### src/hdl/programRunner_params.svh
/*
  word and instruction widths, memory sizes
  and operator codes of the program runner
*/
`ifndef PROGRAM_RUNNER_PARAMS_SVH
`define PROGRAM_RUNNER_PARAMS_SVH

`define WORD_WIDTH        32       // signed machine word
`define INSTR_WIDTH       256      // one code slot
`define N_INSTRUCTIONS    64       // code slots
`define CODE_ADDR_WIDTH   6
`define N_LOCAL           16       // local words
`define LOCAL_ADDR_WIDTH  4

// operator codes ---------------
`define OP_ADD            32'd0
`define OP_JEQ            32'd23
`define OP_JFALSE         32'd24
`define OP_JGE            32'd25
`define OP_JGT            32'd26
`define OP_JLE            32'd27
`define OP_JLT            32'd28
`define OP_JNE            32'd29
`define OP_JTRUE          32'd30
`define OP_JMP            32'd31
`define OP_MOV            32'd35
`define OP_NOT            32'd38
`define OP_OUT            32'd39
`define OP_SHIFT_LEFT     32'd54
`define OP_SHIFT_RIGHT    32'd55
`define OP_SUBTRACT       32'd57

`endif
### src/hdl/programRunnerPkg.sv
/*
  machine word, local word array, operand views
  and the instruction layout
*/
`default_nettype none
`include "programRunner_params.svh"

package programRunnerPkg;

  typedef logic signed [`WORD_WIDTH-1:0] word;
  typedef word [`N_LOCAL-1:0] localWords;         // all local words side by side

  // operand as a value or location
  typedef struct packed {
    logic [31:0] area;                            // only meaningful to jumps here
    logic [15:0] address;
    logic [1:0]  unused;
    logic [1:0]  arena;                           // 0 invalid, 2 local
    logic [1:0]  dArea;                           // heap mode, ignored
    logic [1:0]  dAddress;                        // 0 imm, 1 direct, 2 indirect
    logic [7:0]  delta;
  } operandView;

  // operand as a relative jump
  typedef struct packed {
    word         offset;                          // added to ip when taken
    logic [31:0] unused;
  } jumpView;

  typedef union packed {
    operandView fields;
    jumpView    jump;
  } operandWord;

  // ------------------------------
  typedef struct packed {
    logic [31:0] operator;
    logic [31:0] unused;
    operandWord  target;
    operandWord  source1;
    operandWord  source2;
  } instructionWord;

endpackage

`default_nettype wire

### src/hdl/localMemory.sv
/*
  local word registers with one write port,
  every word visible for operand resolution
*/
`timescale 1ns/1ps
`default_nettype none
`include "programRunner_params.svh"

module localMemory import programRunnerPkg::*; (
  input  wire logic                         clock,
  input  wire logic                         reset,
  input  wire logic                         writeEnable,
  input  wire logic [`LOCAL_ADDR_WIDTH-1:0] writeAddress,
  input  wire word                          writeData,
  output localWords                         words
);

  always_ff @(posedge clock) begin
    if (reset) begin
      words <= '0;                                        // program state starts at zero
    end else if (writeEnable) begin
      words[writeAddress] <= writeData;
    end
  end

endmodule

`default_nettype wire

### config.mk
export PLATFORM = sky130hd
export DESIGN_NAME = localMemory
export DESIGN_NICKNAME = d
export VERILOG_FILES = /design/src/hdl/programRunnerPkg.sv /design/src/hdl/localMemory.sv
export VERILOG_INCLUDE_DIRS = /design/src /design/src/hdl
export SDC_FILE = /design/constraint.sdc
export NUM_CORES = 1
export LEC_CHECK = 0
export ABC_AREA = 1
export CORE_MARGIN = 4
export CORE_UTILIZATION = 35
export CTS_BUF_LIST = sky130_fd_sc_hd__clkbuf_4 sky130_fd_sc_hd__clkbuf_8 sky130_fd_sc_hd__clkbuf_16
export DETAILED_ROUTE_END_ITERATION = 10
export DONT_BUFFER_PORTS = 1
export HOLD_SLACK_MARGIN = 0.08
export PLACE_DENSITY = 0.48
export SYNTH_ARGS = -nofsm -noshare
export SYNTH_HDL_FRONTEND = slang
export SYNTH_SLANG_ARGS = --single-unit
### constraint.sdc
create_clock -name clock -period 1.8 [get_ports clock]
set_input_delay 0.36 -clock clock [delete_from_list [all_inputs] [get_ports clock]]
set_output_delay 0.36 -clock clock [all_outputs]
set_load 0.005 [all_outputs]
# After elaboration in Yosys (flattened, before gate mapping)
# Index checks and enable logic that the tools add are counted.
# W data, S select, Z words.
[op_classes]
order_cmp = 2
muxes = 3
n_reduce_logical = 1
[ops]
columns = ["operator", "n"]
rows = [
  ["$bwmux W512", 1],
  ["$demux W32 S4", 1],
  ["$mux W32", 1],
  ["$lt A4 B5 Y1 const B", 1],
  ["$ge A4 B1 Y1 const B", 1],
  ["$logic_and A1 B1 Y1", 1],
]
[totals]
regBits = 512
inputBits = 39
output_inout_bits = 512
elab_cells = 22

# Logic depth before layout (Yosys ltp)
[logic_depth]
word_depth = 5
mapped_depth = 7
depth_no_buf = 6

# Least setup slack after synthesis
# OpenSTA, ideal clock, no wires.
[synth_path]
path_type = "input-to-reg"
start = "input writeEnable"
end = "register words[129] (netlist name)"
setup_ns = 0.113
arrival_ns = 1.293
required_time_ns = 1.687
path_slack_ns = 0.395
cell_stages = 6
n_path_buf = 3
path_cell_list = "buf_2 buf_1 buf_1 nand4_1 nand2_1 nor2_1"
[synth_rtl]
columns = ["element", "line_no", "source"]
rows = [
  ["start: declaration", "localMemory.sv:12", "input wire logic writeEnable,"],
  ["end signal: indexed assignment", "localMemory.sv:22", "words[writeAddress] <= writeData;"],
  ["end: declaration", "localMemory.sv:15", "output localWords words"],
]

# Final worst setup path
[layout_path]
start = "register words[139] (netlist name)"
end = "output words[139] (netlist name)"
# No word-level cell between the ends.

==> flow_metrics.tcl <==
set metrics [dict create \
    status "finished clean" \
    area_delta_synth_final_pct 17.1 \
    worstHoldStart "writeAddress[1]" \
    synthMuxAreaShare_pct 0 \
    fp.dieW_microns 244 \
    finalClockSkew_ns 0 \
    synth.top_cell.area_share_pct 52.6 \
    ctsRootBufferMaster "clkbuf_16" \
    first_global_vias 14800 \
    r2r_end "words[13]" \
    largest_reg_flops 512 \
    io_pins 551 \
    routedWlPerCell_microns 18.2 \
    grt_max_degree 97 \
    post-route-min-period_ns 1.41 \
    regMostFlops "words" \
    slew_viol_final 0 \
    syn_area_per_cell_sq_um 6.74 \
    yosysTopAreaCell "dfxtp_1" \
    slew_headroom_pct 57.8 \
    synth_seq_area_share_pct 52.6 \
    reg_top3 "words x512" \
    r2r_start "words[13]" \
    synth_top_family_by_area "simple AND/OR/NAND/NOR gates" \
    hpwl_microns 45700 \
    hold_viol_final 0 \
    utilization_pct 41.4 \
    finalCritPeriodShare_pct 78.4 \
    drc_errors 0 \
    clock-sinks 512 \
    post_cts_buffers 0 \
    drive_above_1_share_pct 6.93 \
    grt_pass1_wl_microns 97800 \
    synth_compound_area_share_pct 0 \
    yosysUniqueCellTypes 12 \
    synth.area.top_cells "dfxtp_1 53%, nor2_1 20%, nand2_1 19%" \
    start_util_pct 35.4 \
    final_common_cell "nor2_1" \
    rrSetupSlack_ns 1.09 \
    ant_nets 0 \
    tightest_slew_ns 0.632 \
    ys_ff_latch 512 \
    synth_area_sq_um 19500 \
    r2r_cells 4 \
    hold_class "in -> reg" \
    num_vias 16700 \
    finalWirelength_microns 66400 \
    avgViaCountPerCell 4.58 \
    finalSetupViolations 0 \
    rsz0062_at_grt "false" \
    io_buffers 0 \
    cts_tree "done" \
    powerDensity_nw_per_um2 1100 \
    synth_warnings 0 \
    cts_resized 0 \
    holdPathEnd "words[415]" \
    drt_pass1_iterations 5 \
    crit_fanout 2 \
    synthAdderAreaFrac_pct 0 \
    synth_cells 2889 \
    numCtsBuffers 56 \
    cp-start-kind "flip-flop" \
    hold_path_depth 4 \
    crit_arrival_ns 1.05 \
    die_h_microns 244 \
    synth_xor_xnor_area_share_pct 0 \
    synth_nets 2928 \
    grt_overflow 0 \
    drt_iter0_drc 964 \
    layout_common_cells "1025 x nor2_1, 964 x nand2_1, 512 x dfxtp_1" \
    htree_levels 2 \
    pre_cts_slack_ns 0.190 \
    clk_pin_slew_ns 0.06 \
    finalSetupTns_ns 0 \
    fin_ws_ns 0.389 \
    final_nets 2900 \
    power.leakage_nw 9.87 \
    die_area_sq_um 59500 \
    max_cap_viol_count 0 \
    coreArea_sq_um 55100 \
    synth-simple-area-share_pct 41.1 \
    critPathKind "reg -> out" \
    grt_antenna_before_repair 1 \
    gp_congestion 0.797 \
    clock_latency_ns 0.59 \
    ir_drop_v 0.000743 \
    grtUsageTotal_pct 21.2 \
    cts_buffer_depth 3 \
    required_ns 1.44 \
    rows 86 \
    crit_path_end_kind "primary output" \
    fmax_mhz 709 \
]
-- layout make-up --
type / count / area [sq um]
fill: 5750 / 32300
sequential: 512 / 10200
multi-input combinational: 2076 / 8100
clock buffer: 85 / 1720
timing repair buffer: 113 / 1240
tap: 748 / 936
inverter: 102 / 390
clock inverter: 14 / 183
antenna: 1 / 2.50
-- cell usage after synthesis, drive strengths merged --
library cell  instances
clkbuf               73
inv                 102
nand3                 6
buf                 126
dfxtp               512
nand4                64
nand2               964
nor2               1042
-- how the worst max path moves through the flow --
stage                    start    endpoint  slack [ns]  cells after the start
2_1_floorplan      writeEnable  words[129]        0.39                      6
3_3_place_gp   writeAddress[2]  words[322]        0.23                      7
3_5_place_dp   writeAddress[2]  words[324]        0.19                      7
4_1_cts             words[365]  words[365]        0.33                      0
5_1_grt             words[365]  words[365]        0.32                      0
6_report            words[139]  words[139]        0.39                      0
-- stage by stage --
stage / power [W] / cell area (sq um) / std cells / hold WS (ns)
after floorplan: 0.0130 / 19500 / 2889 / 0.480
after global placement: 0.0135 / 20500 / 3516 / 0.495
after detailed placement: 0.0135 / 20500 / 3516 / 0.498
after CTS: 0.0255 / 22800 / 3650 / 0.112
after global routing: 0.0261 / 22800 / 3650 / 0.154
final: 0.0252 / 22800 / 3651 / 0.149
-- power breakdown --
group	total [W]	switching (W)	leakage [nW]	internal, W
registers	0.0119	0.000264	4.14	0.0116
logic	0.00151	0.00102	4.77	0.000493
clock network	0.0118	0.00465	0.957	0.00714
-- routing by layer --
metal | GRT usage [%] | share of wire [%] | vias to the layer above
met3 | 9.67 | 11 | 107
li1 | - | - | 8563
met4 | 6.23 | 3.0 | 0
met5 | 0 | 0 | -
met2 | 33.6 | 45 | 506
met1 | 26.1 | 42 | 7530
-- cells by family (layout without fill, tap and decap cells) --
family	Yosys count	in the layout
flip-flops	512	512
AND/OR/NAND/NOR	2076	2076
other	0	1
buffers and inverters	301	314
-- timing repair --
action / 4_1_cts / 5_1_grt
endpoints found under the setup margin: 0 / 0
hold buffers: 35 / 0
hold endpoints to repair: 135 / 0
(Power assumes the default switching activity.)
