--- src/hdl/programRunner_params.svh ---
/*
  word and instruction widths, memory sizes
  and operator codes of the program runner
*/
`ifndef PROGRAM_RUNNER_PARAMS_SVH
`define PROGRAM_RUNNER_PARAMS_SVH

`define WORD_WIDTH        32       // signed machine word
`define INSTR_WIDTH       256      // one code slot
`define N_INSTRUCTIONS    64       // code slots
`define CODE_ADDR_WIDTH   6
`define N_LOCAL           16       // local words
`define LOCAL_ADDR_WIDTH  4

// operator codes ---------------
`define OP_ADD            32'd0
`define OP_JEQ            32'd23
`define OP_JFALSE         32'd24
`define OP_JGE            32'd25
`define OP_JGT            32'd26
`define OP_JLE            32'd27
`define OP_JLT            32'd28
`define OP_JNE            32'd29
`define OP_JTRUE          32'd30
`define OP_JMP            32'd31
`define OP_MOV            32'd35
`define OP_NOT            32'd38
`define OP_OUT            32'd39
`define OP_SHIFT_LEFT     32'd54
`define OP_SHIFT_RIGHT    32'd55
`define OP_SUBTRACT       32'd57

`endif
--- src/hdl/programRunnerPkg.sv ---
/*
  machine word, local word array, operand views
  and the instruction layout
*/
`default_nettype none
`include "programRunner_params.svh"

package programRunnerPkg;

  typedef logic signed [`WORD_WIDTH-1:0] word;
  typedef word [`N_LOCAL-1:0] localWords;         // all local words side by side

  // operand as a value or location
  typedef struct packed {
    logic [31:0] area;                            // only meaningful to jumps here
    logic [15:0] address;
    logic [1:0]  unused;
    logic [1:0]  arena;                           // 0 invalid, 2 local
    logic [1:0]  dArea;                           // heap mode, ignored
    logic [1:0]  dAddress;                        // 0 imm, 1 direct, 2 indirect
    logic [7:0]  delta;
  } operandView;

  // operand as a relative jump
  typedef struct packed {
    word         offset;                          // added to ip when taken
    logic [31:0] unused;
  } jumpView;

  typedef union packed {
    operandView fields;
    jumpView    jump;
  } operandWord;

  // ------------------------------
  typedef struct packed {
    logic [31:0] operator;
    logic [31:0] unused;
    operandWord  target;
    operandWord  source1;
    operandWord  source2;
  } instructionWord;

endpackage

`default_nettype wire

--- src/hdl/sequencer.sv ---
/*
  instruction pointer, range check,
  program end and the finished flag
*/
`timescale 1ns/1ps
`default_nettype none
`include "programRunner_params.svh"

module sequencer import programRunnerPkg::*; (
  input  wire logic                        clock,
  input  wire logic                        reset,
  input  wire logic                        run,
  input  wire logic [`CODE_ADDR_WIDTH:0]   programLength,
  input  wire logic                        branchTaken,
  input  wire word                         jumpOffset,
  output logic [`CODE_ADDR_WIDTH-1:0]      ip,
  output logic                             executing,
  output logic                             finished
);

  word  pointer;                          // full width so a wild jump stays out of range
  logic inRange;

  assign inRange   = !pointer[`WORD_WIDTH-1] && pointer < word'(programLength);
  assign executing = run && inRange;
  assign ip        = pointer[`CODE_ADDR_WIDTH-1:0];

  always_ff @(posedge clock) begin
    if (reset) begin
      pointer  <= '0;
      finished <= 1'b0;
    end else if (!run) begin
      pointer  <= '0;                     // rearm for the next run
      finished <= 1'b0;
    end else if (inRange) begin
      pointer  <= branchTaken ? pointer + jumpOffset : pointer + word'(1);
    end else begin
      finished <= 1'b1;                   // held until run drops
    end
  end

endmodule

`default_nettype wire

--- config.mk ---
export PLATFORM = sky130hd
export DESIGN_NAME = sequencer
export DESIGN_NICKNAME = d
export VERILOG_FILES = /design/src/hdl/programRunnerPkg.sv /design/src/hdl/sequencer.sv
export VERILOG_INCLUDE_DIRS = /design/src /design/src/hdl
export SDC_FILE = /design/constraint.sdc
export NUM_CORES = 1
export LEC_CHECK = 0
export BUFFER_PORTS_ARGS = -buffer_cell sky130_fd_sc_hd__buf_2
export CORE_AREA = 2 2 80 82
export DETAILED_ROUTE_END_ITERATION = 6
export DIE_AREA = 0 0 82 84
export GPL_TIMING_DRIVEN = 1
export PLACE_DENSITY_LB_ADDON = 0.08
export SETUP_SLACK_MARGIN = 0.4
export SLEW_MARGIN = 10
export SYNTH_ARGS = -nofsm -noshare
export SYNTH_HDL_FRONTEND = slang
export SYNTH_SLANG_ARGS = --single-unit
--- constraint.sdc ---
create_clock -name clock -period 6.8 [get_ports clock]
set_input_delay 0.68 -clock clock [delete_from_list [all_inputs] [get_ports clock]]
set_output_delay 0.68 -clock clock [all_outputs]
set_load 0.01 [all_outputs]
Yosys cells after proc, flatten, opt, wreduce, memory -nomap -nowiden. Index checks and enable logic that the tools add are counted.

Add/subtract/negate cells: 2. Multiply operators: 0. Div/mod/pow operators: 0. Magnitude comparators: 1. Equality and inequality tests: 0. Shift-type cells: 0. Muxes and demuxes: 1. Bitwise operators: 1. Reduce and logical (&&, ||, !) cells: 4.

Operators with widths (count): adder 32 x 2 -> 32 bit (second input constant) (1); adder 32 bit (1); less-than comparator 32 x 8 -> 1 bit (1); two-way mux 32 bit (1); logical AND 1 bit (2); OR reduction 2 bit (1); logical NOT 1 bit (1); NOT 1 bit (1).

Register bits after elaboration: 33. Bits in latches: 0. Memory bits (writable): 0. Memory bits (read-only): 0. Input port bits: 43. Output and inout port bits: 8. Logic and storage cells: 11. Memories kept: 0.

Logic depth before layout (Yosys ltp). Gate-level depths: netlist (run 1).

Depth in word-level cells: 3. Gate-level depth with buffers: 12. Mapped depth without buffers: 11.

Least setup slack after synthesis (run 1). Ideal clock, no wire load.

Path kind: input -> output. Start: input port programLength[1]. End: output port executing. Arrival: 2444 ps. Data required time: 6120 ps. Setup slack: 3676 ps. Stages on the path: 10. Buffers on the path: 2. Cell sequence: inv_1 -> ha_1 -> a21o_1 -> a21o_1 -> a21o_1 -> a21o_1 -> a21oi_1 -> buf_2 -> clkbuf_1 -> and2_1.

Word-level cells in the longest chain between the ends: 3.

RTL lines: start, declared (RTL line sequencer.sv:13) `` input wire logic [`CODE_ADDR_WIDTH:0] programLength, ``; less-than comparator 32 x 8 -> 1 bit (RTL line sequencer.sv:24) `` assign inRange = !pointer[`WORD_WIDTH-1] && pointer < word'(programLength); ``; logical AND 1 bit (RTL line sequencer.sv:24); logical AND 1 bit (RTL line sequencer.sv:25) `assign executing = run && inRange;`; end, declared (RTL line sequencer.sv:17) `output logic executing,`.

Every way passes these cells.

Worst setup path in the final report (run 1). Same ends and word-level chain as after synthesis.

==> results.toml, run 1 <==
[finish]
layout_common_cells = "buf_2, a21oi_1, nor2_1, ha_1"
diodes = 0
fin_area_um2 = 3550
drive_gt1_frac = 0.153
layout_commonest_cell = "buf_2"
nets = 537
nFillCells = 593
syn_to_final_growth_pct = 11.0

[cts]
clkTransAtPathRegs_ns = 0.07
cts_root_buffer = "clkbuf_8"
htree_levels = 2
cts_tree = "built"
cts_buffer_depth = 2
cts_setup_buffers = 0
numCtsBuffers = 5
ctsResizeCount = 0
cts.hold.buffers_added = 0
clock_sinks = 33
clk_latency_ns = 0.29

[power]
leakage_nw = 1.71
ir_drop_mv = 0.316
p_per_area_nw_per_um2 = 368
power_w = 0.00131

[global_routing]
grtUsageMet1 = 0.332
grt-busiest-layer = "met2"
grt_util_met2 = 0.416
globalRouteOverflowTotal = 0
grt_use_met3 = 0.0325
grt_max_degree = 33
grt_usage = 0.247
antenna_found_initial = 0
grt_pass1_vias = 2859
grt_pass1_wl_mm = 13.4

[drt]
vias = 3159
drc_errors = 0
wl_per_cell_um = 15.1
drt_iter0_markers = 169
via_per_inst = 5.92
firstDrtPassIters = 5
drtAntennaViolNets = 0
wirelength_mm = 8.06

[placement]
gp_congestion = 0.926
portBuffers = 50
dp_hpwl_mm = 6.14
placed_area_um2 = 3470

[worst_setup_path]
endpoint_kind = "output port"
crit_type = "in -> out"
arrival_ns = 2.86
startpoint_type = "input port"
cp_max_fo = 21
cp_data_required_time_ns = 6.12

[logic_synthesis]
yosys_most_used_dff = "dfxtp_1"
syn_area_um2 = 3200
synth_area_per_cell_um2 = 7.67
netlist_instances = 417
synth_nets = 498
synth_top_area_cell = "dfxtp_1"
synth_top_area_frac = 0.207
synthTopCellsByArea = "dfxtp_1, ha_1, a21oi_1"
yosysWarnings = 0
ys_async_sr_fraction = 0
ys_ff_latch = 33
synth_edf_count = 0
synth_cell_types = 52
yosysSeqAreaShare = 0.207

[floorplanning]
core_area_um2 = 6100
dieHeight_um = 84
initial_core_util = 0.525
fp.dieW_um = 82
num_io_pins = 51
num_rows = 29
dieArea_um2 = 6890

[timing]
rsz0062_at_grt = "no"
finClkSkew_ns = 0.00615
layout_min_cycle_time_ns = 3.54
worst_slew_pin_slew_ns = 0.929
timing.final.crit_share = 0.520
fmax_ghz = 0.283
setup_tns_ns = 0
finalHoldViolCount = 0
slew_headroom = 0.381
setup_viol = 0
maxSlewViolCount = 0

[status]
status = "finished clean"

[hold_path]
hold_path.class = "reg -> reg"

[run]
drv_cap = 0
cell usage after synthesis, types with 4 or more instances:
master and count:
xor2_1 4, o21ai_0 10, a211oi_1 4, nor4_1 7
nand2_1 31, buf_4 6, a21o_1 18, xnor2_1 16
mux2i_1 7, nand4_1 10, nand2b_1 4, a21oi_1 49
a31oi_1 9, and2_1 33, dfxtp_1 33, o21bai_1 6
nor2_1 37, clkbuf_1 11, ha_1 37, inv_1 20
nand3_1 9, nor3_1 5
through the flow:
stage           util  worst slack (ns)  hold slack (ns)  instances
6_report       0.582              3.26            0.445        534
5_1_grt        0.582              3.02            0.492        534
4_1_cts        0.582              3.24            0.448        534
3_5_place_dp   0.569              3.12            0.436        526
3_3_place_gp   0.569              3.22            0.430        526
2_1_floorplan      -              3.68            0.426        417
cells by family after synthesis:
| logic type | Yosys count | synth area share |
|---|---|---|
| AND/OR/NAND/NOR | 155 | 0.253 |
| AO/OA/AOI/OAI | 123 | 0.256 |
| buffers and inverters | 41 | 0.0563 |
| adder cells (fa/ha/maj) | 38 | 0.151 |
| multiplexers | 7 | 0.0219 |
| flip-flops | 33 | 0.207 |
| XOR/XNOR | 20 | 0.0548 |
cell type report:
type / instances / area (um2) / area share
inverters: 20 / 75.1 / 0.0212
clock buffers: 6 / 72.6 / 0.0205
well taps: 77 / 96.3 / 0.0272
clock inverters: 2 / 10.0 / 0.00282
multi-input cells: 343 / 2360 / 0.665
repair buffers: 53 / 273 / 0.0769
flip-flops and latches: 33 / 661 / 0.186
worst max-delay path, stage by stage:
cell and delay, ns:
buf_2 0.07, inv_1 0.03, ha_1 0.28, a21o_1 0.16, a21o_1 0.16, a21o_1 0.17
a21o_1 0.22, a21oi_2 0.75, and2_1 0.22, buf_2 0.12
state kept, by name, indices dropped and copies added (netlist names):
signal and cells:
pointer 32, finished 1
path summary, 6_finish.rpt:
path                                start                      end  slack (ns)  depth (start not counted)
setup / recovery         programLength[1]                executing        3.26                         10
hold / removal      finished$_SDFFE_PP0N_    finished$_SDFFE_PP0N_        0.45                          2
setup reg to reg  pointer[1]$_SDFFE_PP0P_  pointer[9]$_SDFFE_PP0P_        3.68                          9
hold reg to reg     finished$_SDFFE_PP0N_    finished$_SDFFE_PP0N_        0.45                          2
layer usage:
layer / part of all wire / vias to the layer above
met5: 0 / -
met4: 0.0092 / 0
met3: 0.062 / 6
met2: 0.47 / 92
met1: 0.46 / 1472
li1: - / 1589
power breakdown:
part / leakage, nW / internal [W] / switching (W) / total (W)
logic: 1.39 / 0.000326 / 0.000528 / 0.000854
clock network: 0.0450 / 0.0000711 / 0.0000805 / 0.000152
registers: 0.268 / 0.000248 / 0.0000521 / 0.000300
total: 1.71 / 0.000645 / 0.000660 / 0.00131
Power figures use the tool's default switching activity.
==> inputs of run 2 (changes only) <==
Settings changed: CORE_AREA 2 2 80 82 to 2 2 82 84, DIE_AREA 0 0 82 84 to 0 0 84 86.
Clock period 6.8 ns to 2.94 ns, I/O delays scaled along.
==> results.toml, run 2 (synthesized netlist as in run 1, its figures left out) <==
[floorplanning]
num_rows = 29
dieHeight_um = 86
dieArea_um2 = 7220
initial_core_util = 0.509
fp.dieW_um = 84
num_io_pins = 51
core_area_um2 = 6280

[finish]
syn_to_final_growth_pct = 32.3
nets = 580
reg_top3 = "pointer x32, finished x1"
layout_common_cells = "buf_2, a21oi_1, buf_4, nor2_1"
drive_gt1_frac = 0.308
nFillCells = 550
layout_commonest_cell = "buf_2"
top_register = "pointer"
finalNonFillerCells = 577
largest_reg_flops = 32
diodes = 0

[worst_setup_path]
critPathSlowestCell = "a221o_1"
startpoint_type = "flop"
cp_num_buf_inv = 0
arrival_ns = 2.77
critPathMaxStageDelay_ns = 0.37
cp_max_fo = 3
path_cells = "ha_4 -> fa_2 -> a21o_1 -> a221o_1 -> a211oi_4 -> a21oi_2 -> o311ai_2 -> a31oi_1 -> mux2i_1 -> nand3_1"
critPathTopFamily = "compound AO/OA/AOI/OAI gates"
critical_path_depth = 10
startpoint = "pointer[0]$_SDFFE_PP0P_"
endpoint_kind = "flop"
cp_data_required_time_ns = 3.11
reg2reg_depth = 10
crit_type = "reg -> reg"
reg2reg_from = "pointer[0]$_SDFFE_PP0P_"

[timing]
worst_slew_pin_slew_ns = 0.564
layout_min_cycle_time_ns = 2.60
rsz0062_at_grt = "yes"
finClkSkew_ns = 0.00674
slew_headroom = 0.624
timing.final.crit_share = 0.886
setup_viol = 0
fmax_ghz = 0.384
finalHoldViolCount = 0
maxSlewViolCount = 0
whs_ns = 0.383

[drt]
drtAntennaViolNets = 0
drt_iter0_markers = 261
drc_errors = 0
wirelength_mm = 9.51
vias = 3376
wl_per_cell_um = 16.5
firstDrtPassIters = 4
via_per_inst = 5.85

[global_routing]
grt_usage = 0.252
grt_pass1_vias = 3094
globalRouteOverflowTotal = 0
antenna_found_initial = 0
grt_max_degree = 20
grt_pass1_wl_mm = 14.7

[cts]
cts_root_buffer = "clkbuf_8"
clock_sinks = 33
cts_buffer_depth = 2
clkTransAtPathRegs_ns = 0.07
clk_latency_ns = 0.29
cts.hold.buffers_added = 0
htree_levels = 2
numCtsBuffers = 5
cts_tree = "built"

[hold_path]
holdPathStages = 4
worstHoldStart = "jumpOffset[31]"
hold_path.class = "in -> reg"

[status]
status = "finished clean"

[run]
drv_cap = 0

[power]
p_per_area_nw_per_um2 = 962
ir_drop_mv = 1.31
power_w = 0.00407
leakage_nw = 1.97

[placement]
portBuffers = 50
dp_hpwl_mm = 6.73
gp_congestion = 0.960
place_inst = 544
==> run 2: worst min-delay path, delay by kind of cell <==
family | cells | cell delay, ns
AND/OR/NAND/NOR | 1 | 0.07
AO/OA/AOI/OAI | 1 | 0.05
XOR/XNOR | 1 | 0.13
buffers and inverters | 1 | 0.07
==> run 2: per-stage QoR <==
stage	area [um2]	TNS, ns	util	worst slack (ns)
final	4230	0	0.674	0.336
after detailed placement	3680	-0.00287	0.586	-0.00287
after global routing	4230	0	0.674	0.229
after floorplan	3250	0	-	0.322
after global placement	3680	0	0.586	0.0517
after CTS	3840	0	0.612	0.310
==> run 2: final timing paths <==
check                        endpoint  slack (ns)
min          pointer[31]$_SDFFE_PP0P_        0.38
max          pointer[28]$_SDFFE_PP0P_        0.34
min reg2reg     finished$_SDFFE_PP0N_        0.45
max reg2reg  pointer[28]$_SDFFE_PP0P_        0.34
==> run 2: metal layers <==
metal	GRT usage	vias to the layer above	wire length (um)
met5	0	-	0
met4	0.0748	0	148
met3	0.0318	16	618
met2	0.425	108	4540
met1	0.338	1579	4200
li1	-	1673	-
==> run 2: repair_timing <==
| item | in CTS | in global routing |
|---|---|---|
| resized for setup | 8 | 40 |
| pin swaps | 3 | 16 |
| gates cloned | 1 | 0 |
| setup buffers | 2 | 22 |
| endpoints found under the setup margin | 10 | 15 |
==> run 2: final cells by class <==
type                       count  area [um2]  area share
clock buffer                   8        80.1      0.0189
tap                           77        96.3      0.0228
inverter                      20        75.1      0.0177
timing repair buffer          96         668       0.158
sequential                    33         669       0.158
multi-input combinational    343        2640       0.624
==> run 2: report_power, final <==
| group | switching (W) | internal (W) | total (W) |
|---|---|---|---|
| logic | 0.00148 | 0.00153 | 0.00301 |
| clock network | 0.000179 | 0.000169 | 0.000348 |
| registers | 0.000136 | 0.000579 | 0.000715 |
| total | 0.00180 | 0.00227 | 0.00407 |
