<file path="src/hdl/programRunner_params.svh">
/*
  word and instruction widths, memory sizes
  and operator codes of the program runner
*/
`ifndef PROGRAM_RUNNER_PARAMS_SVH
`define PROGRAM_RUNNER_PARAMS_SVH

`define WORD_WIDTH        32       // signed machine word
`define INSTR_WIDTH       256      // one code slot
`define N_INSTRUCTIONS    64       // code slots
`define CODE_ADDR_WIDTH   6
`define N_LOCAL           16       // local words
`define LOCAL_ADDR_WIDTH  4

// operator codes ---------------
`define OP_ADD            32'd0
`define OP_JEQ            32'd23
`define OP_JFALSE         32'd24
`define OP_JGE            32'd25
`define OP_JGT            32'd26
`define OP_JLE            32'd27
`define OP_JLT            32'd28
`define OP_JNE            32'd29
`define OP_JTRUE          32'd30
`define OP_JMP            32'd31
`define OP_MOV            32'd35
`define OP_NOT            32'd38
`define OP_OUT            32'd39
`define OP_SHIFT_LEFT     32'd54
`define OP_SHIFT_RIGHT    32'd55
`define OP_SUBTRACT       32'd57

`endif
</file>
<file path="src/hdl/programRunnerPkg.sv">
/*
  machine word, local word array, operand views
  and the instruction layout
*/
`default_nettype none
`include "programRunner_params.svh"

package programRunnerPkg;

  typedef logic signed [`WORD_WIDTH-1:0] word;
  typedef word [`N_LOCAL-1:0] localWords;         // all local words side by side

  // operand as a value or location
  typedef struct packed {
    logic [31:0] area;                            // only meaningful to jumps here
    logic [15:0] address;
    logic [1:0]  unused;
    logic [1:0]  arena;                           // 0 invalid, 2 local
    logic [1:0]  dArea;                           // heap mode, ignored
    logic [1:0]  dAddress;                        // 0 imm, 1 direct, 2 indirect
    logic [7:0]  delta;
  } operandView;

  // operand as a relative jump
  typedef struct packed {
    word         offset;                          // added to ip when taken
    logic [31:0] unused;
  } jumpView;

  typedef union packed {
    operandView fields;
    jumpView    jump;
  } operandWord;

  // ------------------------------
  typedef struct packed {
    logic [31:0] operator;
    logic [31:0] unused;
    operandWord  target;
    operandWord  source1;
    operandWord  source2;
  } instructionWord;

endpackage

`default_nettype wire

</file>
<file path="src/hdl/operandResolver.sv">
/*
  one operand descriptor resolved to a value,
  a local write location and a writable flag
*/
`timescale 1ns/1ps
`default_nettype none
`include "programRunner_params.svh"

module operandResolver import programRunnerPkg::*; (
  input  wire operandWord                   operand,
  input  wire localWords                    words,
  output word                               value,
  output logic [`LOCAL_ADDR_WIDTH-1:0]      location,
  output logic                              writable
);

  logic [15:0]                   directSum;
  word                           indirectSum;
  logic [`LOCAL_ADDR_WIDTH-1:0]  directIndex;
  logic [`LOCAL_ADDR_WIDTH-1:0]  indirectIndex;
  logic                          isLocal;

  assign isLocal     = operand.fields.arena == 2'd2;
  assign directSum   = 16'(operand.fields.delta) + operand.fields.address;
  assign indirectSum = word'(operand.fields.delta)
                     + words[operand.fields.address[`LOCAL_ADDR_WIDTH-1:0]];
  assign directIndex   = directSum[`LOCAL_ADDR_WIDTH-1:0];     // wraps inside the arena
  assign indirectIndex = indirectSum[`LOCAL_ADDR_WIDTH-1:0];

  // value ------------------------
  always_comb begin
    value = '0;                                           // invalid arena reads as zero
    if (isLocal) begin
      case (operand.fields.dAddress)
        2'd0:    value = word'($signed(operand.fields.address));  // immediate, sign extended
        2'd1:    value = words[directIndex];
        2'd2:    value = words[indirectIndex];
        default: value = '0;
      endcase
    end
  end

  assign location = operand.fields.dAddress == 2'd2 ? indirectIndex : directIndex;
  assign writable = isLocal && (operand.fields.dAddress == 2'd1 ||
                                operand.fields.dAddress == 2'd2);

endmodule

`default_nettype wire

</file>
<file path="config.mk">
export PLATFORM = sky130hd
export DESIGN_NAME = operandResolver
export DESIGN_NICKNAME = d
export VERILOG_FILES = /design/src/hdl/programRunnerPkg.sv /design/src/hdl/operandResolver.sv
export VERILOG_INCLUDE_DIRS = /design/src /design/src/hdl
export SDC_FILE = /design/constraint.sdc
export NUM_CORES = 1
export LEC_CHECK = 0
export ABC_AREA = 1
export BUFFER_PORTS_ARGS = -buffer_cell sky130_fd_sc_hd__buf_2
export CORE_AREA = 5 5 232 234
export DETAILED_ROUTE_END_ITERATION = 7
export DIE_AREA = 0 0 237 239
export PLACE_DENSITY_LB_ADDON = 0.25
export REMOVE_ABC_BUFFERS = 1
export SYNTH_ARGS = -nofsm -noshare
export SYNTH_HDL_FRONTEND = slang
export SYNTH_SLANG_ARGS = --single-unit
</file>
<file path="constraint.sdc">
create_clock -name vclk -period 2.6
set_input_delay 0 -clock vclk [all_inputs]
set_output_delay 0 -clock vclk [all_outputs]
set_load 0.03 [all_outputs]
</file>
# After elaboration in Yosys (flattened, before gate mapping)
# Index checks and enable logic that the tools add are counted.
dict set report totals {
  output_inout_bits 37
  register_bits 0
  wordCells 20
  in_bits 576
}
dict set report op_classes {
  n_reduce_logical 3
  magnitude_cmp 3
  add_sub_neg 2
  n_eq_ne 3
  mux 9
}
# op count
set ops {}
lappend ops {{$bmux 32 s4} 3}
lappend ops {{$mux 32} 3}
lappend ops {{$pmux 32 s3} 1}
lappend ops {{$lt 4x5->1 const B} 3}
lappend ops {{$add 4x4->4} 2}
lappend ops {{$mux 4} 2}
lappend ops {{$eq 2x2->1 const B} 2}
lappend ops {{$eq 2x1->1 const B} 1}
lappend ops {{$logic_not 2->1} 1}
lappend ops {{$logic_and 1x1->1} 1}
lappend ops {{$logic_or 1x1->1} 1}

# Depth between registers and ports, before layout
# Gate-level depths: netlist of run 1.
dict set report depth {
  ltp_word 7
  mapped_depth 21
}

# Worst setup path before layout of run 1
# OpenSTA, ideal clock, no wires.
dict set report synth_path {
  path_kind {input to output}
  from {input operand[16] (netlist name)}
  to {output value[1]}
  t_required_ns 2.600
  cell_stages 20
  arrival_ns 2.960
  n_path_buf 5
  path_slack_ns -0.360
  cell_sequence {inv_2 -> buf_6 -> clkbuf_1 -> a21oi_1 -> o21ai_0 -> o211ai_1 -> o211ai_1 -> nand2_1 -> ha_1 -> fa_1 -> buf_2 -> inv_2 -> buf_2 -> buf_2 -> a21oi_1 -> o21ai_0 -> a31oi_1 -> nand2_1 -> nand3_1 -> a21oi_1}
}
dict set report synth_between {
  elab_chain_len 7
  word_cells_on_any_way 10
}
# element line
set synth_lines {}
lappend synth_lines {{start: declaration} operandResolver.sv:10} ;# input wire operandWord operand,
lappend synth_lines {{$bmux 32 s4} operandResolver.sv:26} ;# + words[operand.fields.address[`LOCAL_ADDR_WIDTH-1:0]];
lappend synth_lines {{$mux 4} operandResolver.sv:26}
lappend synth_lines {{$add 4x4->4} operandResolver.sv:25} ;# assign indirectSum = word'(operand.fields.delta)
lappend synth_lines {{$bmux 32 s4} operandResolver.sv:37} ;# 2'd2: value = words[indirectIndex];
lappend synth_lines {{$mux 32 (not written as such)} operandResolver.sv:37}
lappend synth_lines {{$pmux 32 s3 (*)} operandResolver.sv:34} ;# case (operand.fields.dAddress)
lappend synth_lines {{$mux 32 (*)} operandResolver.sv:33} ;# if (isLocal) begin
lappend synth_lines {{end: declaration} operandResolver.sv:12} ;# output word value,
# Mark *: on every way between the ends. The rest lies on a longest branch, timed or not. The select of a mux whose other input is x is not followed.

# Worst setup path after layout of run 1
dict set report layout_path {
  from {input operand[17] (netlist name)}
  to {output value[27]}
}
# Same word-level chain as after synthesis.

==> impl_metrics.csv, run 1 <==
group,metric,value,unit
run_status,status,"finished, violations left",
run_status,violations,"setup timing",
worst_hold_path,hold_path.startpoint,"operand[23]",
global_routing,antenna_found_initial,26,
die,fp.dieArea,0.05664,mm2
sta,hold_ws,423.5,ps
route,drt_first_pass_iters,6,
power_and_ir_drop,power.internal,3.811,mW
layout,final_common_cell,"sky130_fd_sc_hd__nand2_1",
power_and_ir_drop,clock_power_share,0,
die,standard_cell_row_count,84,
layout,n_sequential_cell,0,
worst_setup_path,critPathArrivalTime,3070,ps
power_and_ir_drop,seqPwrFrac,0,
global_routing,grt_max_degree,46,
worst_setup_path,timing.critical_path.fanout_max,8,
sta,finalCriticalPeriod,3074,ps
global_routing,groute.usage.overall,0.2486,
layout,synthToLayoutAreaGrowth,58.91,%
sta,fin_ws,-473.6,ps
placed_design,pre_cts_slack,-557.1,ps
placed_design,detailedPlacementHpwl,58.46,mm
sta,timing.max_slew.rel_slack,0.4403,
sta,final_max_slew_viol_count,0,
synthesis,synth.distinct_cells,35,
route,wl_per_cell,20.68,um
route,post-route-drc-count,0,
layout,final_nets,3660,
route,routed_via_density,5.391,
sta,grt_setup_unrepaired,"yes",
worst_hold_path,worstHoldEndpoint,"value[7]",
layout,multi_input_comb_area,0.01096,mm2
layout,clock_buffer_count,0,
job,timing.max_cap.violations,0,
sta,worst-slew-pin-transition,839.5,ps
synthesis,post_synth_instance_area,0.01169,mm2
layout,mostFrequentLayoutCells,"994 x sky130_fd_sc_hd__nand2_1, 538 x sky130_fd_sc_hd__buf_2, 424 x sky130_fd_sc_hd__nand3_1, 183 x sky130_fd_sc_hd__buf_4, 169 x sky130_fd_sc_hd__a21oi_1",
placed_design,dp_cells,3718,
sta,maxClockFrequency,325.3,MHz
power_and_ir_drop,cellPowerDensity,477.8,mW/mm2
global_routing,via_count_of_the_first_global_routing_pass,18910,
die,core_area,0.05181,mm2
power_and_ir_drop,total_power,8.873,mW
layout,seq_area,0,um2
route,drt_wl_total,78.06,mm
global_routing,grt_first_pass_wirelength,113.0,mm
sta,fin_crit_sh,1.182,
worst_setup_path,crit_path_start_kind,"input port",
worst_hold_path,holdCritPathClass,"input port to output pin",
synthesis,ys_seq_area_frac,0,
die,die_h,239,um
layout,final_core_utilization,0.3584,
die,dieWidth,237,um
placed_design,routability_congestion_estimate,0.9396,
sta,final-hold-violation-count,0,
power_and_ir_drop,power_frac_comb,1.000,
power_and_ir_drop,p_sw,5.063,mW
layout,stdcell_count,3775,
die,io_pins,613,
layout,final_layout_size_suffix_gt1_frac,0.3557,
worst_setup_path,crit_required,2600,ps
power_and_ir_drop,peak_supply_drop,0.2535,mV
power_and_ir_drop,power.leakage,9.021,nW
worst_setup_path,criticalPathCategory,"input port to output pin",
route,first_iter_violations,1991,
layout,fillers,5807,
synthesis,synth.avg_cell_area,4.760,um2
synthesis,synth-warning-count,0,
route,num_vias,20350,
synthesis,netlist_instances,2455,
power_and_ir_drop,switching_share,0.5706,
worst_hold_path,hold-path-cell-count,6,
worst_setup_path,end_kind,"output pin",
placed_design,numPortBuffers,573,
route,drtAntennaViolNets,0,
sta,final_count_of_negative_setup_slack_endpoints,34,
global_routing,overflow,0,
die,starting_density_of_the_core,0.2255,
per-stage QoR:
stage                     instance area (um2)  setup TNS (ps)
final                                   18570          -13650
after global routing                    18550          -18680
after detailed placement                16810          -16800
after global placement                  16810          -15230
after floorplan                         10510         -239880
after CTS                               17860          -12640
what timing repair did:
item	in CTS	in global routing
setup buffers	26	3
gates resized for setup	176	113
hold buffers	0	0
endpoints found under the setup margin	34	34
gates cloned	9	5
pin swaps	49	118
power by group through the flow:
stage                     registers [mW]  clock network, mW  logic, mW
after floorplan                        0                  0       4.22
after global placement                 0                  0       7.41
after detailed placement               0                  0       7.38
after CTS                              0                  0       8.19
after global routing                   0        0.000000514       9.51
final                                  0        0.000000875       8.87
how the worst max path moves through the flow:
| stage | from | end | slack (ps) |
|---|---|---|---|
| 2_1_floorplan | operand[17] | value[30] | -7490 |
| 3_3_place_gp | operand[16] | value[22] | -530 |
| 3_5_place_dp | operand[17] | value[20] | -560 |
| 4_1_cts | operand[16] | value[12] | -440 |
| 5_1_grt | operand[16] | value[11] | -620 |
| 6_report | operand[17] | value[27] | -470 |
routing by layer:
metal | share of wire | wire [um] | GRT usage | vias up
met5 | 0.0012 | 90 | 0 | -
met4 | 0.039 | 3070 | 0.07714 | 14
met3 | 0.10 | 8112 | 0.04995 | 225
met2 | 0.46 | 35960 | 0.4152 | 1330
met1 | 0.39 | 30830 | 0.3238 | 9250
li1 | - | - | - | 9532
cells in the mapped netlist, drive strengths merged:
cell type / number / share of area
a31oi: 84 / 0.045
clkinv: 9 / 0.0029
inv: 80 / 0.026
fa: 2 / 0.0034
a21oi: 227 / 0.11
a32oi: 1 / 0.00075
o211ai: 33 / 0.021
or2: 5 / 0.0027
o21ai: 148 / 0.063
nor2: 37 / 0.012
xor2: 2 / 0.0021
ha: 10 / 0.011
xnor2: 2 / 0.0021
and2: 1 / 0.00054
clkbuf: 85 / 0.027
nand2: 1029 / 0.34
buf: 152 / 0.074
a22oi: 27 / 0.017
and3: 30 / 0.016
nand3: 491 / 0.23
worst max-delay path: stages:
cell and delay [ps]:
sky130_fd_sc_hd__buf_2 110, sky130_fd_sc_hd__inv_4 50, sky130_fd_sc_hd__buf_6 120, sky130_fd_sc_hd__a21oi_1 130, sky130_fd_sc_hd__o21ai_1 100, sky130_fd_sc_hd__o211ai_1 100
sky130_fd_sc_hd__nand3_1 110, sky130_fd_sc_hd__nand2_2 120, sky130_fd_sc_hd__ha_4 150, sky130_fd_sc_hd__fa_4 700, sky130_fd_sc_hd__buf_6 170, sky130_fd_sc_hd__buf_12 150
sky130_fd_sc_hd__buf_12 140, sky130_fd_sc_hd__clkbuf_16 160, sky130_fd_sc_hd__a31oi_4 130, sky130_fd_sc_hd__a22oi_2 70, sky130_fd_sc_hd__nand2_2 80, sky130_fd_sc_hd__nand3_2 90
sky130_fd_sc_hd__a21oi_4 220, sky130_fd_sc_hd__buf_6 160
cell families after synthesis:
kind of cell / after synthesis / share of synthesized area
AND/OR/NAND/NOR: 1593 / 0.5980
AO/OA/AOI/OAI: 520 / 0.2542
buffers and inverters: 326 / 0.1294
adder cells (fa/ha/maj): 12 / 0.01413
XOR/XNOR: 4 / 0.004284
layout make-up:
cell class                      count  share of cell area
Inverter                           89             0.02021
Antenna cell                       17            0.002291
Multi-Input combinational cell   2129              0.5903
Tap cell                          688             0.04635
Timing Repair Buffer              852              0.3409
Power figures use the tool's default switching activity.
==> inputs of run 2 (changes only) <==
- SKIP_LAST_GASP: unset -> 1
==> impl_metrics.csv, run 2 (synthesis results as in run 1) <==
group,metric,value,unit
worst_setup_path,crit_path_start_kind,"input port",
worst_hold_path,hold-path-cell-count,6,
global_routing,global_route.peak_usage_layer,"met2",
route,drtAntennaViolNets,0,
job,timing.max_cap.violations,0,
worst_setup_path,criticalPathCategory,"input port to output pin",
power_and_ir_drop,power.leakage,9.003,nW
die,fp.dieArea,0.05664,mm2
layout,clock_buffer_count,0,
layout,seq_area,0,um2
worst_hold_path,holdCritPathClass,"input port to output pin",
die,standard_cell_row_count,84,
power_and_ir_drop,cellPowerDensity,477.2,mW/mm2
route,post-route-drc-count,0,
placed_design,postPlaceCellArea,0.01681,mm2
global_routing,antenna_found_initial,26,
worst_setup_path,critPathArrivalTime,3080,ps
global_routing,groute.layer.met3.usage,0.04903,
sta,fin_ws,-479.9,ps
sta,grt_setup_unrepaired,"yes",
layout,final_common_cell,"sky130_fd_sc_hd__nand2_1",
global_routing,groute.usage.overall,0.2484,
route,routed_via_density,5.357,
placed_design,detailedPlacementHpwl,58.46,mm
layout,final_nets,3661,
placed_design,pre_cts_slack,-557.1,ps
power_and_ir_drop,peak_supply_drop,0.2529,mV
sta,finalSetupTns,-14250,ps
route,drt_first_pass_iters,6,
layout,final_layout_size_suffix_gt1_frac,0.3533,
sta,maxClockFrequency,324.7,MHz
sta,worst-slew-pin-transition,842.6,ps
layout,final_area,0.01853,mm2
sta,final_count_of_negative_setup_slack_endpoints,34,
die,core_area,0.05181,mm2
run_status,status,"finished, violations left",
route,first_iter_violations,2041,
route,wl_per_cell,20.62,um
die,dieWidth,237,um
global_routing,gr-usage-met2,0.4147,
sta,finalCriticalPeriod,3080,ps
route,num_vias,20250,
global_routing,overflow,0,
worst_setup_path,timing.critical_path.fanout_max,8,
global_routing,met1_capacity_usage_during_global_routing,0.3242,
worst_setup_path,end_kind,"output pin",
placed_design,routability_congestion_estimate,0.9396,
die,starting_density_of_the_core,0.2255,
layout,n_sequential_cell,0,
route,drt_wl_total,77.94,mm
run_status,violations,"setup timing",
global_routing,via_count_of_the_first_global_routing_pass,18860,
sta,fin_crit_sh,1.185,
layout,synthToLayoutAreaGrowth,58.59,%
global_routing,grt_max_degree,46,
sta,hold_ws,423.5,ps
worst_setup_path,crit_required,2600,ps
sta,final_max_slew_viol_count,0,
sta,timing.max_slew.rel_slack,0.4383,
layout,mostFrequentLayoutCells,"994 x sky130_fd_sc_hd__nand2_1, 538 x sky130_fd_sc_hd__buf_2, 432 x sky130_fd_sc_hd__nand3_1, 186 x sky130_fd_sc_hd__buf_4, 171 x sky130_fd_sc_hd__a21oi_1",
global_routing,grt_first_pass_wirelength,112.9,mm
placed_design,numPortBuffers,573,
die,die_h,239,um
die,io_pins,613,
sta,final-hold-violation-count,0,
power_and_ir_drop,total_power,8.843,mW
-- run 2: critical path, stage by stage --
cell	delay [ps]
sky130_fd_sc_hd__buf_2	120
sky130_fd_sc_hd__inv_4	80
sky130_fd_sc_hd__buf_6	110
sky130_fd_sc_hd__a21oi_1	40
sky130_fd_sc_hd__o21ai_1	90
sky130_fd_sc_hd__o211ai_1	110
sky130_fd_sc_hd__nand3_1	110
sky130_fd_sc_hd__nand2_2	80
sky130_fd_sc_hd__ha_4	180
sky130_fd_sc_hd__fa_4	890
sky130_fd_sc_hd__inv_12	70
sky130_fd_sc_hd__buf_12	140
sky130_fd_sc_hd__buf_12	150
sky130_fd_sc_hd__buf_12	140
sky130_fd_sc_hd__nand3_2	50
sky130_fd_sc_hd__and3_4	170
sky130_fd_sc_hd__a21oi_1	40
sky130_fd_sc_hd__nand3_1	90
sky130_fd_sc_hd__nand3_2	70
sky130_fd_sc_hd__a21oi_2	180
sky130_fd_sc_hd__buf_6	150
-- run 2: per-stage QoR --
step / utilization / cells
final: 0.3577 / 3779
after global routing: 0.3572 / 3769
after CTS: 0.3428 / 3753
after detailed placement: 0.3244 / 3718
after global placement: 0.3244 / 3718
after floorplan: - / 2218
-- run 2: routing by layer --
| layer | routed length, um | share of wire |
|---|---|---|
| met1 | 30860 | 0.40 |
| met2 | 36060 | 0.46 |
| met3 | 7963 | 0.10 |
| met4 | 2967 | 0.038 |
| met5 | 86 | 0.0011 |
-- run 2: timing repair --
item	CTS	global route
gates cloned	9	5
endpoints found under the setup margin	34	34
endpoints found under the hold margin	0	0
gates resized for setup	147	129
pin swaps	44	125
hold buffers	0	0
buffers inserted	26	5
-- run 2: final cells by class --
| cell class | instances | area, um2 |
|---|---|---|
| Timing Repair Buffer | 853 | 6322 |
| Multi-Input combinational cell | 2129 | 10920 |
| Inverter | 89 | 375.4 |
| Tap cell | 688 | 860.8 |
| Antenna cell | 20 | 50.05 |
| Fill cell | 5811 | 33280 |
-- run 2: path summary, 6_finish.rpt --
kind	start	endpoint	slack, ps
max	operand[17]	value[29]	-480
min	operand[23]	value[7]	420
-- run 2: power breakdown --
| part | total (mW) | internal [mW] | switching [mW] |
|---|---|---|---|
| combinational | 8.84 | 3.80 | 5.04 |
| clock | 0.00000103 | 0.00000103 | 0 |
| sequential | 0 | 0 | 0 |
| total | 8.84 | 3.80 | 5.04 |
==> inputs of run 3 (changes only) <==
- CORE_AREA: 5 5 232 234 -> 5 5 233 235
- DIE_AREA: 0 0 237 239 -> 0 0 238 240
- clock period: 2.6 -> 3.9 ns (I/O delays scaled with it)
==> impl_metrics.csv, run 3 (synthesis results as in run 1) <==
group,metric,value,unit
run_status,status,"finished, final reports clean",
layout,final_area,0.01517,mm2
sta,maxClockFrequency,280.4,MHz
power_and_ir_drop,power.leakage,7.528,nW
sta,hold_ws,431.8,ps
layout,synthToLayoutAreaGrowth,29.83,%
die,dieWidth,238,um
power_and_ir_drop,total_power,4.401,mW
power_and_ir_drop,peak_supply_drop,0.2024,mV
route,routed_via_density,5.351,
route,wl_per_cell,20.02,um
layout,clock_buffer_count,0,
global_routing,grt_first_pass_wirelength,105.8,mm
sta,timing.max_slew.rel_slack,0.2040,
die,core_area,0.05202,mm2
global_routing,antenna_found_initial,26,
worst_hold_path,holdCritPathClass,"input port to output pin",
power_and_ir_drop,cellPowerDensity,290.1,mW/mm2
layout,mostFrequentLayoutCells,"995 x sky130_fd_sc_hd__nand2_1, 573 x sky130_fd_sc_hd__buf_2, 455 x sky130_fd_sc_hd__nand3_1, 198 x sky130_fd_sc_hd__a21oi_1, 84 x sky130_fd_sc_hd__a31oi_1",
route,drt_first_pass_iters,6,
placed_design,detailedPlacementHpwl,52.05,mm
die,io_pins,613,
route,m1WireLength,28.05,mm
sta,grt_setup_unrepaired,"no",
clock_network,post_cts.repair.setup_buffers,0,
die,die_h,240,um
global_routing,overflow,0,
sta,final-hold-violation-count,0,
sta,fin_crit_sh,0.9145,
placed_design,postPlaceCellArea,0.01512,mm2
route,routed-wl-met2,33.52,mm
route,met3RoutedLength,7.248,mm
placed_design,pre_cts_slack,404.5,ps
placed_design,routability_congestion_estimate,0.9239,
route,highest-signal-layer,"met5",
worst_setup_path,end_kind,"output pin",
route,first_iter_violations,1818,
route,drt_wl_total,71.33,mm
die,fp.dieArea,0.05712,mm2
layout,final_nets,3446,
global_routing,groute.usage.overall,0.2286,
die,standard_cell_row_count,84,
global_routing,grt_max_degree,143,
sta,final_count_of_negative_setup_slack_endpoints,0,
worst_setup_path,crit_required,3900,ps
global_routing,via_count_of_the_first_global_routing_pass,17380,
sta,finalCriticalPeriod,3567,ps
route,num_vias,19070,
placed_design,numPortBuffers,573,
layout,seq_area,0,um2
clock_network,cts_resized,0,
layout,fillers,6045,
worst_setup_path,criticalPathCategory,"input port to output pin",
sta,final_max_slew_viol_count,0,
die,starting_density_of_the_core,0.2246,
worst_setup_path,critPathArrivalTime,3570,ps
route,post-route-drc-count,0,
route,drtAntennaViolNets,0,
layout,final_common_cell,"sky130_fd_sc_hd__nand2_1",
sta,worst-slew-pin-transition,1194,ps
worst_setup_path,timing.critical_path.fanout_max,44,
layout,final_layout_size_suffix_gt1_frac,0.2665,
clock_network,cts_hold_repair.buffers,0,
job,timing.max_cap.violations,0,
layout,n_sequential_cell,0,
sta,fin_ws,333.4,ps
worst_setup_path,crit_path_start_kind,"input port",
-- run 3: cell types whose count changed in the layout (fill, tap and decap cells not counted), sizes merged --
cell / previous run / this run
clkbuf: 5 / 0
bufbuf: 2 / 0
diode: 20 / 19
buf: 846 / 638
-- run 3: stage by stage --
stage	utilization	setup TNS (ps)	std cells
6_report	0.2916	0	3563
3_5_place_dp	0.2907	0	3544
3_3_place_gp	0.2907	0	3544
5_1_grt	0.2912	0	3554
2_1_floorplan	-	-194260	2218
4_1_cts	0.2907	0	3544
-- run 3: critical path, cell delays in order --
cell and delay [ps]:
sky130_fd_sc_hd__buf_2 110, sky130_fd_sc_hd__inv_2 320, sky130_fd_sc_hd__buf_4 270, sky130_fd_sc_hd__a21oi_1 70
sky130_fd_sc_hd__o21ai_0 70, sky130_fd_sc_hd__o21ai_0 100, sky130_fd_sc_hd__o211ai_1 190, sky130_fd_sc_hd__nand2_1 160
sky130_fd_sc_hd__fa_4 870, sky130_fd_sc_hd__inv_6 70, sky130_fd_sc_hd__buf_12 170, sky130_fd_sc_hd__buf_4 220
sky130_fd_sc_hd__nand3_1 80, sky130_fd_sc_hd__and3_1 170, sky130_fd_sc_hd__a21oi_1 50, sky130_fd_sc_hd__nand3_1 100
sky130_fd_sc_hd__nand3_2 80, sky130_fd_sc_hd__a21oi_2 160, sky130_fd_sc_hd__buf_2 230
-- run 3: cell type report --
class | instances | area [um2] | area share
Timing Repair Buffer | 638 | 3656 | 0.2410
Inverter | 89 | 360.3 | 0.02375
Tap cell | 688 | 860.8 | 0.05674
Multi-Input combinational cell | 2129 | 10250 | 0.6754
Antenna cell | 19 | 47.55 | 0.003134
-- run 3: power breakdown --
part	internal (mW)	leakage, nW	switching (mW)
sequential	0	0	0
clock	0.000000653	0.000120	0
combinational	1.54	7.53	2.86
-- run 3: routing by layer --
| layer | global-route usage | vias to the layer above |
|---|---|---|
| met2 | 0.3865 | 1086 |
| met1 | 0.2965 | 8704 |
| met5 | 0 | - |
| li1 | - | 9089 |
| met3 | 0.04554 | 168 |
| met4 | 0.06539 | 18 |
-- run 3: final timing paths --
check                       end  slack, ps  cells past startpoint        start
worst max-delay path  value[17]        330                     19  operand[16]
worst min-delay path   writable        430                      5  operand[12]
